[src/verilog/lsu_defs.svh]
`ifndef LSU_DEFS_SVH
`define LSU_DEFS_SVH

////////////////////////////////////////////////////////////////////////////
// data memory geometry
////////////////////////////////////////////////////////////////////////////

// words of 32 bits, power of two.
`define LSU_MEM_WORDS 256

////////////////////////////////////////////////////////////////////////////
// grant back-pressure
////////////////////////////////////////////////////////////////////////////

// start value of the 8-bit stall lfsr, never zero.
// the low bit of the lfsr is the grant, so an odd seed
// grants on the first cycle after reset.
`define LSU_STALL_SEED 8'hA5

`endif

[src/verilog/obi_pkg.sv]
package obi_pkg;

    ////////////////////////////////////////////////////////////////////////
    // request channel
    ////////////////////////////////////////////////////////////////////////

    typedef enum logic {
        NOREQUEST = 1'b0,
        REQUEST   = 1'b1
    } obi_req_kind_t;

    typedef struct packed {
        obi_req_kind_t req;
        logic          we;
        logic [3:0]    be;    // byte enables, writes only.
        logic [31:0]   addr;  // word aligned.
        logic [31:0]   wdata; // already lane placed.
    } obi_req_t;

    ////////////////////////////////////////////////////////////////////////
    // response channel
    ////////////////////////////////////////////////////////////////////////

    typedef struct packed {
        logic        gnt;    // ready.
        logic        rvalid;
        logic [31:0] rdata;
    } obi_rsp_t;

endpackage

[src/verilog/riscv_pkg.sv]
package riscv_pkg;

    ////////////////////////////////////////////////////////////////////////
    // access size
    ////////////////////////////////////////////////////////////////////////

    // same coding as funct3[1:0] of the load and store opcodes.
    typedef enum logic [1:0] {
        MEM_BYTE = 2'b00,
        MEM_HALF = 2'b01,
        MEM_WORD = 2'b10
    } mem_size_t;

    ////////////////////////////////////////////////////////////////////////
    // memory control word from decode
    ////////////////////////////////////////////////////////////////////////

    typedef struct packed {
        logic      mem_en;      // access in this instruction.
        logic      wr;          // store when set.
        mem_size_t size;
        logic      is_unsigned; // lbu and lhu.
    } mem_ctrl_t;

    ////////////////////////////////////////////////////////////////////////
    // one data word
    ////////////////////////////////////////////////////////////////////////

    // seen as a full word or as four byte lanes, lane 0 lowest.
    typedef union packed {
        logic [31:0]     word;
        logic [3:0][7:0] bytes;
    } mem_word_u;

endpackage
[src/verilog/lsu.sv]
`timescale 1ns/10ps

module lsu (
    input  logic                CLK,
    input  logic                RSTn,
    input  logic                data_req,
    input  riscv_pkg::mem_ctrl_t mem_ctrl,
    input  logic [31:0]         addr,
    input  logic [31:0]         wdata,
    output logic                busy,
    output logic [31:0]         rdata,
    output obi_pkg::obi_req_t   bus_req,
    input  obi_pkg::obi_rsp_t   bus_rsp
);

    import riscv_pkg::*;
    import obi_pkg::*;

    typedef enum logic [1:0] {
        IDLE,
        WAIT_GNT,
        WAIT_VALID
    } state_t;

    state_t      state_q;
    state_t      state_d;
    logic        start;
    logic        grant;
    logic [1:0]  ld_offset_q;
    mem_size_t   ld_size_q;
    logic        ld_unsigned_q;
    logic [31:0] ld_data;
    logic [31:0] rdata_q;

    ////////////////////////////////////////////////////////////////////////
    // transaction fsm
    ////////////////////////////////////////////////////////////////////////

    assign start = mem_ctrl.mem_en && data_req;
    assign grant = (bus_req.req == REQUEST) && bus_rsp.gnt;

    always_ff @(posedge CLK) begin
        if (!RSTn) begin
            state_q <= IDLE;
        end else begin
            state_q <= state_d;
        end
    end

    always_comb begin
        state_d     = state_q;
        busy        = 1'b0;
        bus_req.req = NOREQUEST;
        case (state_q)
            IDLE: begin
                if (start) begin
                    busy        = 1'b1;
                    bus_req.req = REQUEST;
                    state_d     = bus_rsp.gnt ? WAIT_VALID : WAIT_GNT;
                end
            end
            WAIT_GNT: begin
                busy        = 1'b1;
                bus_req.req = REQUEST;
                if (bus_rsp.gnt) begin
                    state_d = WAIT_VALID;
                end
            end
            WAIT_VALID: begin
                busy = !bus_rsp.rvalid; // drops with the response.
                if (bus_rsp.rvalid) begin
                    state_d = IDLE;
                end
            end
            default: begin
                state_d = IDLE;
            end
        endcase
    end

    ////////////////////////////////////////////////////////////////////////
    // lane handling and load result
    ////////////////////////////////////////////////////////////////////////

    assign bus_req.we   = mem_ctrl.wr;
    assign bus_req.addr = {addr[31:2], 2'b00};

    lsu_align lsu_align_i (
        .st_size     (mem_ctrl.size),
        .st_offset   (addr[1:0]),
        .st_data     (wdata),
        .st_word     (bus_req.wdata),
        .st_be       (bus_req.be),
        .ld_size     (ld_size_q),
        .ld_offset   (ld_offset_q),
        .ld_unsigned (ld_unsigned_q),
        .ld_raw      (bus_rsp.rdata),
        .ld_data     (ld_data)
    );

    always_ff @(posedge CLK) begin
        if (grant) begin // addr may move after this.
            ld_offset_q   <= addr[1:0];
            ld_size_q     <= mem_ctrl.size;
            ld_unsigned_q <= mem_ctrl.is_unsigned;
        end
    end

    always_ff @(posedge CLK) begin
        if (!RSTn) begin
            rdata_q <= '0;
        end else if (state_q == WAIT_VALID && bus_rsp.rvalid) begin
            rdata_q <= ld_data;
        end
    end

    assign rdata = rdata_q;

endmodule

[src/verilog/lsu_align.sv]
`timescale 1ns/10ps

module lsu_align (
    input  riscv_pkg::mem_size_t st_size,
    input  logic [1:0]           st_offset,
    input  logic [31:0]          st_data,
    output logic [31:0]          st_word,
    output logic [3:0]           st_be,
    input  riscv_pkg::mem_size_t ld_size,
    input  logic [1:0]           ld_offset,
    input  logic                 ld_unsigned,
    input  logic [31:0]          ld_raw,
    output logic [31:0]          ld_data
);

    import riscv_pkg::*;

    ////////////////////////////////////////////////////////////////////////
    // store path
    ////////////////////////////////////////////////////////////////////////

    always_comb begin
        mem_word_u st_u;
        st_u.word = st_data;
        case (st_size)
            MEM_BYTE: begin
                for (int i = 0; i < 4; i++) begin
                    st_u.bytes[i] = st_data[7:0]; // every lane.
                end
                st_be = 4'b0001 << st_offset;
            end
            MEM_HALF: begin
                for (int i = 0; i < 4; i++) begin
                    st_u.bytes[i] = st_data[8*(i%2) +: 8];
                end
                st_be = st_offset[1] ? 4'b1100 : 4'b0011;
            end
            default: begin
                st_be = 4'b1111; // full word.
            end
        endcase
        st_word = st_u.word;
    end

    ////////////////////////////////////////////////////////////////////////
    // load path
    ////////////////////////////////////////////////////////////////////////

    always_comb begin
        mem_word_u   ld_u;
        logic [7:0]  ld_byte;
        logic [15:0] ld_half;
        logic        fill;
        ld_u.word = ld_raw;
        ld_byte   = ld_u.bytes[ld_offset];
        ld_half   = {ld_u.bytes[{ld_offset[1], 1'b1}], ld_u.bytes[{ld_offset[1], 1'b0}]};
        case (ld_size)
            MEM_BYTE: begin
                fill    = !ld_unsigned && ld_byte[7];
                ld_data = {{24{fill}}, ld_byte};
            end
            MEM_HALF: begin
                fill    = !ld_unsigned && ld_half[15];
                ld_data = {{16{fill}}, ld_half};
            end
            default: begin
                fill    = 1'b0;
                ld_data = ld_raw; // word passes through.
            end
        endcase
    end

endmodule

[config.mk]
export PLATFORM = sky130hd
export DESIGN_NAME = lsu
export DESIGN_NICKNAME = d
export VERILOG_FILES = /design/src/verilog/lsu_defs.svh /design/src/verilog/obi_pkg.sv /design/src/verilog/riscv_pkg.sv /design/src/verilog/lsu.sv /design/src/verilog/lsu_align.sv
export SDC_FILE = /design/constraint.sdc
export NUM_CORES = 1
export LEC_CHECK = 0
export ABC_CLOCK_PERIOD_IN_PS = 3140
export BUFFER_PORTS_ARGS = -buffer_cell sky130_fd_sc_hd__buf_2
export CAP_MARGIN = 20
export CELL_PAD_IN_SITES_DETAIL_PLACEMENT = 1
export CELL_PAD_IN_SITES_GLOBAL_PLACEMENT = 1
export CORE_MARGIN = 10
export CORE_UTILIZATION = 29
export DETAILED_ROUTE_END_ITERATION = 6
export PLACE_DENSITY = 0.87
export SLEW_MARGIN = 25
export SYNTH_ARGS = -nofsm -noshare
export SYNTH_HDL_FRONTEND = slang
export SYNTH_SLANG_ARGS = --single-unit
[constraint.sdc]
create_clock -name CLK -period 3.14 [get_ports CLK]
set_input_delay 0.471 -clock CLK [delete_from_list [all_inputs] [get_ports CLK]]
set_output_delay 0.471 -clock CLK [all_outputs]
set_load 0.02 [all_outputs]
==> out/results.ini, run 1 <==
[cts]
post_cts_buffers=0
h-tree-depth=2
clock_latency_ps=290
ctsResizeCount=0
clk_pin_slew_worst_paths_ps=70
cts_buffers=5
ctsHoldBuffers=0
clock-root-buffer=clkbuf_8
cts.path.max_buffers=2
clock-sinks=39
tritoncts=built

[layout]
layout_commonest_cell=buf_2
area.growth.synth_to_final_pct=19.6
drive_above_1_share_pct=46.9
final_cell_mix=buf_2 (144), nand2_1 (43), dfxtp_1 (34), o21ai_0 (32), a21oi_1 (24)
final_util_pct=35.5
layout.nets=523

[routing]
antenna_left=0
drc=0
via_per_inst=5.07
drtIter0Drc=94
wirelength_um=10300
vias=2687
drtPass1Iterations=4
wl_per_cell_um=19.5

[place]
gp_congestion=0.886
dpl.hpwl_um=8510
io_buffers=144

[worst_setup_path]
r2r_setup_slack_ps=850
crit_fanout=30
end_kind=output pin
start_kind=primary input
crit_chain=buf_2, nor2_1, mux2_2, buf_2
worstSetupPathType=primary input to output pin
crit_arrival_ps=1860
r2r_cells=4
reg2reg_from=ld_offset_q[1]$_DFFE_PP_
reg2reg_to=rdata[20]$_SDFFE_PN0P_
crit_slowest_cell=nor2_1
crit_required_ps=2670
max_stage_delay_ps=550
path_common_cell=buf_2

[yosys]
ys_warn_count=0
synth-edff-count=5
netlist_area_um2=2730
ys.flop_type=dfxtp_1
synth_cell_type_count=44
synth_area_leaders=dfxtp_1 (25%), buf_4 (12%), mux2_2 (8.2%)
yosysSeqAreaShare_pct=30.4
avgSynthCellArea_um2=8.35
yosysTopAreaCell=dfxtp_1
synthCells=327
ys_ff_latch=39
synth.top_cell.area_share_pct=24.9
synthArstFlopShare_pct=0

[global_routing]
grt_overflow=0
grt_pass1_wl_um=15300
track_usage_pct=14.4
grt_max_degree=35
antenna_found_initial=1
grt_pass1_vias=2857

[power_and_ir_drop]
clock_power_share_pct=27.5
combPwrFrac_pct=27.4
p_per_area_nw_per_um2=365
power_leakage_nw=1.52
ir_drop_v=0.000155
pwr-share-seq_pct=45.2
p_total_w=0.00119
netSwitchingFraction_pct=32.8
p_sw_w=0.000391
internal-power_w=0.000802

[worst_hold_path]
min_to=state_q[0]$_SDFFE_PN0P_
worstHoldPathCells=2
hold_class=primary input to flip-flop
worstHoldStart=bus_rsp[33]

[die]
die_w_um=117
rows=35
die_area_um2=13700
fp.coreArea_um2=9200
io_pins=209
die_h_um=117
start_util_pct=29.7

[timing]
period_minus_slack_ps=2330
slew_headroom_pct=34.6
grt_setup_unrepaired=false
final_max_slew_viol_count=0
fin_skew_ps=7.68
timing.final.crit_share_pct=74.2
tightestPinTransition_ps=980
setup_tns_ps=0
setup_viol=0
clock.fmax_mhz=429
hold_viol=0

[run]
maxCapViolCount=0

[status]
outcome=finished, final reports clean

==> logic make-up (layout without fill, tap and decap cells) <==
kind of cell / count (synthesis) / after routing / synth area share, %
multiplexers: 31 / 31 / 13.3
buffers and inverters: 69 / 159 / 16.5
AO/OA/AOI/OAI: 98 / 98 / 23.6
other: 1 / 3 / 0.137
flip-flops: 39 / 39 / 30.4
AND/OR/NAND/NOR: 89 / 89 / 16.0
==> layer usage <==
layer  global-route usage [%]  part of all wire (%)  vias up
met5                        0                     0        -
met4                     5.27                   2.2        0
met3                     5.86                    10       29
met2                     26.0                    51      114
met1                     14.6                    37     1264
li1                         -                     -     1280
==> cell type report <==
cell class                      count  area [µm²]
Multi-Input combinational cell    220        1450
Antenna cell                        1        2.50
Timing Repair Buffer              147         743
Tap cell                          111         139
Fill cell                        1162        5930
Clock inverter                      3        15.0
Inverter                            4        15.0
Clock buffer                        5        68.8
Sequential cell                    39         831
==> how the worst max path moves through the flow <==
stage / start / end / slack, ps / depth (start not counted)
after floorplan: mem_ctrl[2] / bus_req[24] / 1280 / 3
after global placement: mem_ctrl[2] / bus_req[11] / 880 / 4
after detailed placement: mem_ctrl[2] / bus_req[14] / 790 / 4
after CTS: mem_ctrl[2] / bus_req[14] / 790 / 4
after global routing: ld_offset_q[1]$_DFFE_PP_ / rdata[20]$_SDFFE_PN0P_ / 630 / 4
final: mem_ctrl[2] / bus_req[10] / 810 / 4
==> state kept, by name, indices dropped and copies added (netlist names) <==
name / flops
rdata: 32
ld_unsigned_q: 1
state_q: 2
ld_offset_q: 2
ld_size_q: 2
==> synth_stat cells, types with 5 or more instances <==
cell      number
edfxtp_1       5
a21oi_2        9
o21ai_0       32
dfxtp_1       34
buf_4         44
mux2_2        20
nand3b_1       9
o211ai_1       8
clkbuf_1      14
nand2_1       43
a21oi_1       24
mux2i_1        8
nor2_1        13
==> metrics by stage <==
| step | setup slack (ps) | cell area, µm² | instances | hold slack, ps |
|---|---|---|---|---|
| floorplan | 1280 | 2730 | 328 | 450 |
| global placement | 882 | 3180 | 521 | 472 |
| detailed placement | 787 | 3180 | 521 | 489 |
| CTS | 786 | 3260 | 529 | 342 |
| global route | 635 | 3270 | 530 | 350 |
| finish | 811 | 3270 | 530 | 352 |
==> critical path: cells and delay by family <==
kind / cells / cell delay, ps
mux: 1 / 410
buf+inv: 2 / 420
simple gates: 1 / 550
==> power by group through the flow <==
stage               clock, W  combinational, W  sequential (W)
global route        0.000358          0.000355        0.000542
CTS                 0.000342          0.000330        0.000539
finish              0.000328          0.000326        0.000539
global placement           0          0.000321        0.000550
floorplan                  0          0.000245        0.000559
detailed placement         0          0.000328        0.000550
Power figures use the tool's default switching activity.
==> run 2, diff against run 1 <==
ABC_CLOCK_PERIOD_IN_PS = 2200   (was 3140)
CORE_UTILIZATION = 27   (was 29)
PLACE_DENSITY = 0.82   (was 0.87)
clock period = 2.2 ns   (was 3.14 ns; I/O delays follow)
==> run 2 against run 1 <==
Wire length up 3.4%; clock power up 45%; core utilization down 1.6 points; count of clock-buffer cells in the layout unchanged; die area up 6.1%; combinational power up 46%; worst setup slack worse by 450 ps; critical path depth unchanged; hold slack worse by 140 ps; sequential share of layout area down 0.48 points; clock skew about the same.
==> out/results.ini, run 2 (synthesis results as in run 1) <==
[global_routing]
grt_pass1_vias=3087
grt_pass1_wl_um=16900
antenna_found_initial=0
track_usage_pct=14.4
grt_overflow=0
grt_max_degree=41

[place]
placed_cells=548
dpl.hpwl_um=8800
gp_congestion=0.892
io_buffers=144
postPlaceCellArea_um2=3240

[routing]
wl_met3_um=989
drc=0
drt-met1-wl_um=4050
wl_per_cell_um=19.2
wirelength_um=10700
antenna_left=0
via_per_inst=4.82
vias=2678
met2_length_um=5390
drtPass1Iterations=4
dr.max_layer_used=met4
drtIter0Drc=138

[die]
start_util_pct=27.8
io_pins=209
die_w_um=121
fp.coreArea_um2=9820
die_area_um2=14500
die_h_um=121
rows=36

[layout]
final_util_pct=33.9
area.growth.synth_to_final_pct=21.9
final-seq-area_um2=831
final_cell_mix=buf_2 (144), nand2_1 (43), dfxtp_1 (34), o21ai_0 (32), a21oi_1 (24)
drive_above_1_share_pct=47.5
fin_area_um2=3330
layout_commonest_cell=buf_2
multi_input_area_um2=1450
largest_register_ff_count=32
layout.nets=528
antennaDiodeCount=0
final_cells=556
num-fill-cells=1251

[worst_setup_path]
r2r_setup_slack_ps=360
crit_fanout=12
crit_required_ps=2380
end_kind=flip-flop
start_kind=flip-flop
cp-startpoint=ld_size_q[0]$_DFFE_PP_
reg2reg_to=rdata[2]$_SDFFE_PN0P_
worstSetupPathType=flip-flop to flip-flop
reg2reg_from=ld_size_q[0]$_DFFE_PP_
r2r_cells=4
crit_arrival_ps=2020

[cts]
clock_latency_ps=290
ctsHoldBuffers=0
ctsResizeCount=0
cts_buffers=5
clk_pin_slew_worst_paths_ps=80
clock-root-buffer=clkbuf_8
tritoncts=built
h-tree-depth=2
cts.path.max_buffers=2
post_cts_buffers=0
clock-sinks=39

[timing]
hold_viol=0
timing.final.crit_share_pct=83.7
period_minus_slack_ps=1840
setup_tns_ps=0
setup_viol=0
fin_skew_ps=7.96
tightestPinTransition_ps=597
slew_headroom_pct=60.1
final_max_slew_viol_count=0
grt_setup_unrepaired=false
clock.fmax_mhz=543

[run]
maxCapViolCount=0

[power_and_ir_drop]
internal-power_w=0.00115
clock_power_share_pct=27.8
p_per_area_nw_per_um2=516
p_sw_w=0.000567
pwr-share-seq_pct=44.6
power_leakage_nw=1.55
netSwitchingFraction_pct=33.0
combPwrFrac_pct=27.7
ir_drop_v=0.000210

[status]
outcome=finished, final reports clean

[worst_hold_path]
min_to=ld_unsigned_q$_DFFE_PP_
hold_class=primary input to flip-flop
worstHoldPathCells=1
worstHoldStart=mem_ctrl[0]

## run 2: worst max-delay path, cell delays in order, from the launching register on
cell	delay, ps
edfxtp_1	550
and2b_1	350
o21bai_1	540
a21oi_1	140
o311a_1	160
## run 2: power by group through the flow
stage	logic [W]	clock network, W	registers, W
global route	0.000521	0.000517	0.000769
finish	0.000475	0.000477	0.000765
global placement	0.000473	0	0.000780
CTS	0.000481	0.000490	0.000765
detailed placement	0.000479	0	0.000782
floorplan	0.000350	0	0.000797
## run 2: cell type report
| class | instances | area share, % |
|---|---|---|
| clock inverter | 3 | 0.451 |
| tap | 133 | 5.00 |
| inverter | 4 | 0.451 |
| timing repair buffer | 152 | 23.5 |
| multi-input combinational | 220 | 43.6 |
| clock buffer | 5 | 2.07 |
| sequential | 39 | 25.0 |
## run 2: worst max path at each step
stage | to | slack (ps) | depth (start not counted)
2_1_floorplan | bus_req[24] | 630 | 3
3_3_place_gp | rdata[5]$_SDFFE_PN0P_ | 440 | 4
3_5_place_dp | rdata[2]$_SDFFE_PN0P_ | 360 | 4
4_1_cts | rdata[2]$_SDFFE_PN0P_ | 340 | 4
5_1_grt | rdata[6]$_SDFFE_PN0P_ | 150 | 4
6_report | rdata[2]$_SDFFE_PN0P_ | 360 | 4
## run 2: per-layer routing
layer  vias to the layer above  track usage (%)
li1                       1291                -
met1                      1247             14.8
met2                       109             26.1
met3                        31             5.72
met4                         0             4.45
met5                         -                0
## run 2: per-stage QoR
step / hold slack (ps) / setup WS, ps / power (W)
floorplan: 409 / 627 / 0.00115
global placement: 471 / 435 / 0.00125
detailed placement: 494 / 356 / 0.00126
CTS: 207 / 344 / 0.00174
global route: 212 / 152 / 0.00181
finish: 214 / 359 / 0.00172
